## config.mk

```make
export PLATFORM = sky130hd
export DESIGN_NAME = fetch_unit
export DESIGN_NICKNAME = d
export VERILOG_FILES = /design/src/common/fetch_pkg.sv /design/src/common/rvc_pkg.sv /design/src/fetch/fetch_request.sv /design/src/fetch/fetch_aligner.sv /design/src/source/rvc_expander.sv /design/src/source/issue_register.sv /design/src/source/fetch_unit.sv
export SDC_FILE = /design/constraint.sdc
export NUM_CORES = 1
export LEC_CHECK = 0
export BUFFER_PORTS_ARGS = -buffer_cell sky130_fd_sc_hd__buf_2
export CORE_UTILIZATION = 45
export CTS_BUF_LIST = sky130_fd_sc_hd__clkbuf_8
export DETAILED_ROUTE_END_ITERATION = 16
export GPL_TIMING_DRIVEN = 0
export PLACE_DENSITY = 0.78
export SYNTH_ARGS = -nofsm -noshare
export SYNTH_HDL_FRONTEND = slang
export SYNTH_HIERARCHICAL = 1
export SYNTH_SLANG_ARGS = --single-unit
```

## constraint.sdc

```tcl
create_clock -name clk -period 4 [get_ports clk]
set_input_delay 0.2 -clock clk [delete_from_list [all_inputs] [get_ports clk]]
set_output_delay 0.2 -clock clk [all_outputs]
set_load 0.01 [all_outputs]
```

## src/common/fetch_pkg.sv

```systemverilog
package fetch_pkg;

    localparam int addr_w = 32;
    localparam int word_w = 32;

    typedef logic [addr_w-1:0] addr_t;  // byte address
    typedef logic [word_w-1:0] word_t;  // one instruction memory word

    localparam addr_t reset_pc = 32'h0000_0200;

    // read request towards instruction memory, addr is always word aligned
    typedef struct packed {
        logic  req;   // one-cycle strobe
        addr_t addr;
    } mem_req_t;

    // read response, one valid pulse per request
    typedef struct packed {
        logic  valid;
        word_t data;
    } mem_rsp_t;

    // restart of the instruction stream
    typedef struct packed {
        logic  valid;
        addr_t target;  // may sit on a half-word boundary
    } redirect_t;

endpackage

```

## src/common/rvc_pkg.sv

```systemverilog
package rvc_pkg;

    // instr[1:0], anything but 2'b11 is a 16-bit instruction
    typedef enum logic [1:0] {
        q0   = 2'b00,
        q1   = 2'b01,
        q2   = 2'b10,
        full = 2'b11  // 32-bit instruction
    } rvc_quadrant_e;

    // instr[15:13] of the compressed forms that get expanded
    typedef enum logic [2:0] {
        addi   = 3'b000,  // c.addi and c.nop in q1
        li     = 3'b010,  // c.li in q1
        mv_add = 3'b100   // c.mv and c.add in q2, told apart by bit 12
    } rvc_funct3_e;

    // major opcodes of the 32-bit forms produced by the expander
    typedef enum logic [6:0] {
        op_imm = 7'b0010011,
        op     = 7'b0110011
    } base_opcode_e;

    // one issued instruction
    typedef struct packed {
        fetch_pkg::addr_t pc;
        fetch_pkg::word_t inst;        // always the 32-bit form when legal
        logic             compressed;  // came from a 16-bit encoding
        logic             illegal;     // compressed pattern not handled
    } issue_t;

endpackage

```

## src/fetch/fetch_request.sv

```systemverilog
module fetch_request (
    input  logic                 clk,
    input  logic                 n_rst,
    input  fetch_pkg::redirect_t redirect,
    input  fetch_pkg::addr_t     read_addr,
    input  fetch_pkg::mem_rsp_t  mem_rsp,
    output fetch_pkg::mem_req_t  mem_req,
    output logic                 word_arrived,
    output fetch_pkg::word_t     word
);
    logic busy;      // one read outstanding
    logic stale;     // outstanding read was issued before a redirect
    logic req_next;

    // a redirect holds the request back until the aligner has the new address
    assign req_next = !busy && !redirect.valid;

    always_ff @(posedge clk, negedge n_rst) begin
        if (!n_rst) begin
            mem_req <= '0;
            busy    <= 1'b0;
            stale   <= 1'b0;
        end else begin
            mem_req <= '{req: req_next, addr: read_addr};
            if (req_next) begin
                busy <= 1'b1;
            end else if (mem_rsp.valid) begin
                busy <= 1'b0;
            end
            if (mem_rsp.valid) begin
                stale <= 1'b0;  // the old response is consumed here
            end else if (busy && redirect.valid) begin
                stale <= 1'b1;
            end
        end
    end

    // a response landing together with a redirect is old as well
    assign word_arrived = mem_rsp.valid && !stale && !redirect.valid;
    assign word         = mem_rsp.data;

    // memory only answers reads that were asked for
    a_rsp_only_when_busy: assert property (@(posedge clk) disable iff (!n_rst)
        mem_rsp.valid |-> busy);

    // no second request before the first one has been answered
    a_one_outstanding: assert property (@(posedge clk) disable iff (!n_rst)
        mem_req.req |=> !mem_req.req until mem_rsp.valid);

endmodule

```

## src/fetch/fetch_aligner.sv

```systemverilog
module fetch_aligner (
    input  logic                 clk,
    input  logic                 n_rst,
    input  fetch_pkg::redirect_t redirect,
    input  logic                 word_arrived,
    input  fetch_pkg::word_t     word,
    output logic                 done,
    output fetch_pkg::word_t     inst,
    output fetch_pkg::addr_t     pc,
    output fetch_pkg::addr_t     read_addr
);
    import fetch_pkg::*;

    typedef enum logic [1:0] {
        aligned,  // next instruction starts in the low half of the next word
        combine,  // buffer holds the low half of a split 32-bit instruction
        reload,   // buffer holds a compressed upper half while the same word is read again
        skip_low  // redirect target is in the upper half of the next word
    } align_state_e;

    align_state_e state, next_state;
    logic [15:0]  buffer;
    addr_t        next_pc, next_read_addr;
    logic         finished;
    logic         upper_full;  // upper half starts a 32-bit instruction

    assign upper_full = word[17:16] == 2'b11;

    always_ff @(posedge clk, negedge n_rst) begin
        if (!n_rst) begin
            state     <= aligned;
            pc        <= reset_pc;
            read_addr <= reset_pc;
        end else if (redirect.valid || word_arrived) begin
            state     <= next_state;
            pc        <= next_pc;
            read_addr <= next_read_addr;
        end
    end

    // only the upper half is ever needed after the word is gone
    always_ff @(posedge clk) begin
        if (word_arrived) begin
            buffer <= word[31:16];
        end
    end

    always_comb begin
        next_state     = state;
        next_pc        = pc;
        next_read_addr = read_addr;
        inst           = '0;
        finished       = 1'b0;
        if (redirect.valid) begin
            next_pc        = redirect.target;
            next_read_addr = {redirect.target[31:2], 2'b00};
            next_state     = redirect.target[1] ? skip_low : aligned;
        end else if (word_arrived) begin
            case (state)
                skip_low: begin
                    next_read_addr = read_addr + 32'd4;
                    if (upper_full) begin
                        next_state = combine;  // nothing to issue yet
                    end else begin
                        inst       = {16'h0000, word[31:16]};
                        next_pc    = pc + 32'd2;
                        finished   = 1'b1;
                        next_state = aligned;
                    end
                end
                combine: begin
                    inst     = {word[15:0], buffer};
                    next_pc  = pc + 32'd4;
                    finished = 1'b1;
                    if (upper_full) begin
                        next_read_addr = read_addr + 32'd4;  // stays in combine
                    end else begin
                        next_state = reload;
                    end
                end
                reload: begin
                    inst           = {16'h0000, buffer};
                    next_pc        = pc + 32'd2;
                    finished       = 1'b1;
                    next_read_addr = read_addr + 32'd4;
                    next_state     = aligned;
                end
                default: begin
                    finished = 1'b1;
                    if (word[1:0] != 2'b11) begin
                        inst    = {16'h0000, word[15:0]};
                        next_pc = pc + 32'd2;
                        if (upper_full) begin
                            next_read_addr = read_addr + 32'd4;
                            next_state     = combine;
                        end else begin
                            next_state = reload;  // two compressed in one word
                        end
                    end else begin
                        inst           = word;
                        next_pc        = pc + 32'd4;
                        next_read_addr = read_addr + 32'd4;
                    end
                end
            endcase
        end
    end

    assign done = finished;

    a_read_addr_aligned: assert property (@(posedge clk) disable iff (!n_rst)
        read_addr[1:0] == 2'b00);

    a_done_on_arrival: assert property (@(posedge clk) disable iff (!n_rst)
        done |-> word_arrived);

endmodule

```

## src/source/rvc_expander.sv

```systemverilog
module rvc_expander (
    input  fetch_pkg::word_t raw,
    output fetch_pkg::word_t expanded,
    output logic             compressed,
    output logic             illegal
);
    import rvc_pkg::*;

    rvc_quadrant_e quadrant;
    rvc_funct3_e   funct3;
    logic [4:0]    rd;
    logic [4:0]    rs2;
    logic [11:0]   imm;  // ci-format immediate, sign extended

    assign quadrant   = rvc_quadrant_e'(raw[1:0]);
    assign funct3     = rvc_funct3_e'(raw[15:13]);
    assign rd         = raw[11:7];
    assign rs2        = raw[6:2];
    assign imm        = {{6{raw[12]}}, raw[12], raw[6:2]};
    assign compressed = quadrant != full;

    always_comb begin
        expanded = {16'h0000, raw[15:0]};  // unsupported forms pass zero extended
        illegal  = compressed;
        case (quadrant)
            full: begin
                expanded = raw;
                illegal  = 1'b0;
            end
            q1: begin
                if (funct3 == addi) begin
                    // c.nop is c.addi with rd and imm zero, giving addi x0,x0,0
                    expanded = {imm, rd, 3'b000, rd, op_imm};
                    illegal  = 1'b0;
                end else if (funct3 == li) begin
                    expanded = {imm, 5'd0, 3'b000, rd, op_imm};
                    illegal  = 1'b0;
                end
            end
            q2: begin
                // rs2 of zero selects c.jr, c.jalr or c.ebreak instead
                if (funct3 == mv_add && rs2 != 5'd0) begin
                    expanded = {7'b0000000, rs2, raw[12] ? rd : 5'd0, 3'b000, rd, op};
                    illegal  = 1'b0;
                end
            end
            default: begin
                illegal = 1'b1;  // nothing from q0 is handled
            end
        endcase
    end

endmodule

```

## src/source/issue_register.sv

```systemverilog
module issue_register (
    input  logic             clk,
    input  logic             n_rst,
    input  logic             done,
    input  fetch_pkg::addr_t pc,
    input  fetch_pkg::word_t expanded,
    input  logic             compressed,
    input  logic             illegal,
    output rvc_pkg::issue_t  issue,
    output logic             issue_valid
);

    always_ff @(posedge clk, negedge n_rst) begin
        if (!n_rst) begin
            issue_valid <= 1'b0;
        end else begin
            issue_valid <= done;  // one pulse per finished instruction
        end
    end

    // holds the last instruction until the next one finishes
    always_ff @(posedge clk) begin
        if (done) begin
            issue <= '{pc: pc, inst: expanded, compressed: compressed, illegal: illegal};
        end
    end

endmodule

```

## src/source/fetch_unit.sv

```systemverilog
module fetch_unit (
    input  logic                 clk,
    input  logic                 n_rst,
    input  fetch_pkg::redirect_t redirect,
    input  fetch_pkg::mem_rsp_t  mem_rsp,
    output fetch_pkg::mem_req_t  mem_req,
    output rvc_pkg::issue_t      issue,
    output logic                 issue_valid
);
    import fetch_pkg::*;

    logic  word_arrived;
    word_t word;
    addr_t read_addr;
    logic  done;
    word_t inst;      // raw aligned instruction
    addr_t pc;
    word_t expanded;
    logic  compressed;
    logic  illegal;

    fetch_request u_fetch_request (
        .clk          (clk),
        .n_rst        (n_rst),
        .redirect     (redirect),
        .read_addr    (read_addr),
        .mem_rsp      (mem_rsp),
        .mem_req      (mem_req),
        .word_arrived (word_arrived),
        .word         (word)
    );

    fetch_aligner u_fetch_aligner (
        .clk          (clk),
        .n_rst        (n_rst),
        .redirect     (redirect),
        .word_arrived (word_arrived),
        .word         (word),
        .done         (done),
        .inst         (inst),
        .pc           (pc),
        .read_addr    (read_addr)
    );

    rvc_expander u_rvc_expander (
        .raw        (inst),
        .expanded   (expanded),
        .compressed (compressed),
        .illegal    (illegal)
    );

    issue_register u_issue_register (
        .clk         (clk),
        .n_rst       (n_rst),
        .done        (done),
        .pc          (pc),
        .expanded    (expanded),
        .compressed  (compressed),
        .illegal     (illegal),
        .issue       (issue),
        .issue_valid (issue_valid)
    );

endmodule

```

==> out/summary.txt <==
Fmax = 289.1 MHz
die height = 145.5 um
Setup Crit Path Kind = reg -> reg
DRC violations left = 0
#FFs+latches synth = 182
Post-Layout Cell Count = 1387
Layout Nets = 1179
mux contribution to synthesized area = 0.01120
setup TNS = 0 ns
post-synthesis xor/xnor area fraction = 0.003778
Synth warnings = 6
CTS buffer count = 17
Starting Density = 0.4583
Port Buffers = 135
WL final = 28550 um
unrepaired setup endpoints after global routing = no
relative slew slack = 0.3249
final count of negative-setup-slack endpoints = 0
Pwr per Cell Area = 404.3 mW/mm^2
TritonRoute pass-1 iters = 6
CTS max path bufs = 2
first-pass GRT wire length = 43670 um
vias in the first global route = 7624
initial drt markers = 1095
Primary FF master, synth = dfrtp_1
worst-skew pair later-pin latency = 0.48 ns
Critical Path Source Type = register
WP data required = 4.22 ns
Post-Syn Area = 0.009273 mm^2
Worst-path clk slew = 0.09 ns
CTS tree = built
number of H-tree levels = 4
Crit. End Element = register
overall die width = 145.5 um
Max Slew Vio Count = 0
Final period util = 0.8648
antenna-violating nets left = 0
final non-filler cell area = 0.01107 mm^2
Leakage = 4.380 nW
Final Total Pwr = 4.476 mW
number of distinct library cells after synthesis = 87
Row Count = 52
crit path time final = 3.459 ns
Setup Skew = 0.01309 ns
EDFF count, synth = 82
Syn Area/Cell = 10.15 um^2
clock sinks = 182
initial antenna violation count = 0
Simple-Gate Fraction of Synth Area = 0.1943
sequential area share after synthesis = 0.5357
routed len/inst = 20.58 um
Hold Crit Class = in -> reg
share of post-route cells with drive strength above 1 = 0.2301
ys async rst share = 0.5495
largest net degree at the start of global routing = 68
post-synthesis compound-gate area fraction = 0.1838
Slew @ Worst Pin = 1.005 ns
Placed Area = 0.01035 mm^2
largest family of logic cells by synthesized area = simple AND/OR/NAND/NOR gates
CP Data Arrival Time = 3.68 ns
clk root buf = clkbuf_8
gpl congestion = 0.9598
Critical Path Fanout Max = 10
CORE AREA = 0.02023 mm^2
Layout area overhead = 19.39%
vias per inst = 6.001
die area = 0.02118 mm^2
Hold Vio Cnt, Final = 0
VDD IR max = 0.0002332 V
cell count after synthesis = 914
I/O pin count = 168
DR vias = 8323
Adder-Cell Fraction of Synth Area = 0.009445
diode count = 0
Total Routing Usage GR = 0.2698
grt ovf = 0
Placed Cells = 1322
status = finished, final reports clean
max-cap viol count = 0
post-DP HPWL = 20700 um
final core occ = 0.5471
## state kept, by name (all words and copies together), names as in the netlist
| signal | cells |
|---|---|
| u_fetch_aligner/read_addr | 30 |
| u_fetch_request/stale | 1 |
| u_fetch_aligner/state | 2 |
| u_fetch_aligner/buffer | 16 |
| u_fetch_request/mem_req | 33 |
| u_issue_register/issue_valid | 1 |
| u_fetch_request/busy | 1 |
| u_issue_register/issue | 66 |
| u_fetch_aligner/pc | 32 |
## worst paths after layout
path	startpoint	to	slack (ns)	cells past startpoint
setup / recovery	u_fetch_aligner/state[1]	u_issue_register/issue[5]	0.54	12
hold / removal	redirect[29]	u_fetch_aligner/read_addr[29]	0.02	3
setup reg to reg	u_fetch_aligner/state[1]	u_issue_register/issue[5]	0.54	12
hold reg to reg	u_fetch_aligner/read_addr[31]	u_fetch_request/mem_req[31]	0.44	0
max in group asynchronous	n_rst	u_fetch_aligner/pc[9]	3.08	3
min in group asynchronous	n_rst	u_fetch_request/mem_req[0]	0.19	2
## synthesized netlist by cell type, types with 6 or more instances
cell type | instances | share of area
a21o_1 | 12 | 0.0097
a21oi_1 | 54 | 0.029
a22oi_1 | 36 | 0.029
a311oi_1 | 7 | 0.0066
a31oi_1 | 18 | 0.012
and2_1 | 8 | 0.0054
and3_1 | 7 | 0.0047
buf_1 | 6 | 0.0024
buf_2 | 12 | 0.0065
buf_4 | 39 | 0.032
clkbuf_1 | 27 | 0.011
dfrtp_1 | 98 | 0.26
edfxtp_1 | 82 | 0.27
ha_1 | 7 | 0.0094
inv_1 | 17 | 0.0069
mux2i_1 | 7 | 0.0076
nand2_1 | 70 | 0.028
nand3_1 | 42 | 0.023
nand4_1 | 22 | 0.015
nor2_1 | 114 | 0.046
nor2b_1 | 6 | 0.0040
nor3_1 | 20 | 0.011
nor4_1 | 11 | 0.0074
o211ai_1 | 9 | 0.0073
o21a_1 | 6 | 0.0049
o21ai_0 | 39 | 0.021
o21ai_1 | 6 | 0.0032
or2_2 | 6 | 0.0040
or3_1 | 11 | 0.0074
## per-layer routing
layer	global-route usage	wire [um]	up-vias
met4	0.09105	702	0
met2	0.3930	12400	550
met5	0	0	-
met3	0.06019	3001	62
met1	0.3971	12440	3941
li1	-	-	3770
## through the flow
| step | hold WS [ns] | setup WS, ns |
|---|---|---|
| after floorplan | -0.09559 | 0.3143 |
| after global placement | 0.3832 | -0.9959 |
| after detailed placement | 0.1797 | -0.1280 |
| after CTS | 0.001546 | 0.1288 |
| after global routing | 0.006283 | 0.2669 |
| final | 0.01919 | 0.5409 |
## layout by cell type (no fill, tap or decap), types with 8 or more instances in the layout
| cell | netlist | layout |
|---|---|---|
| nand4_1 | 22 | 22 |
| nor3_1 | 20 | 20 |
| inv_1 | 17 | 19 |
| clkbuf_1 | 27 | 27 |
| nor2_1 | 114 | 114 |
| clkbuf_8 | 0 | 17 |
| a31oi_1 | 18 | 18 |
| dfrtp_1 | 98 | 98 |
| edfxtp_1 | 82 | 82 |
| a22oi_1 | 36 | 36 |
| buf_2 | 12 | 146 |
| o21ai_0 | 39 | 39 |
| nand2_1 | 70 | 70 |
| o211ai_1 | 9 | 9 |
| or3_1 | 11 | 11 |
| a21o_1 | 12 | 12 |
| and2_1 | 8 | 8 |
| nand3_1 | 42 | 42 |
| dlygate4sd3_1 | 0 | 32 |
| nor4_1 | 11 | 11 |
| a21oi_1 | 54 | 54 |
| buf_4 | 39 | 41 |
## report_power, final
part	internal, mW	total, mW	switching [mW]
sequential	2.12	2.27	0.159
combinational	0.348	0.959	0.612
clock	0.559	1.24	0.683
total	3.02	4.48	1.45
## area by class of cell
type,instances,area (um^2)
plain buffers,87,498.0
clock buffers,17,234.0
clock inverters,15,156.4
fillers,1818,9164
inverters,19,72.57
multi-input cells,627,3751
flip-flops and latches,182,4967
well taps,270,337.8
repair buffers,170,1054
## worst max-delay path, cell delays in order, from the launching register on
cell and delay [ns]:
dfrtp_1 0.41, inv_1 0.10, ha_1 0.31, or2_2 0.16
clkbuf_1 0.25, clkbuf_1 0.38, a22oi_1 0.12, nor2_1 0.14
a21oi_1 0.07, nor2_1 0.48, nand4bb_1 0.27, a211oi_2 0.42
nor2_1 0.10
## cells by family after synthesis
logic type	after synthesis
other cells	1
flops	182
mux	10
fa+ha+maj	7
compound gates	251
buf+inv	106
simple gates	353
xor+xnor	4
## what timing repair did
item | CTS | global route
hold buffers | 32 | 0
endpoints found under the setup margin | 3 | 3
endpoints found under the hold margin | 68 | 0
gates resized for setup | 1 | 0
pin swaps | 0 | 1
setup buffers | 0 | 1
No activity file was read; power rests on OpenSTA's default activity.
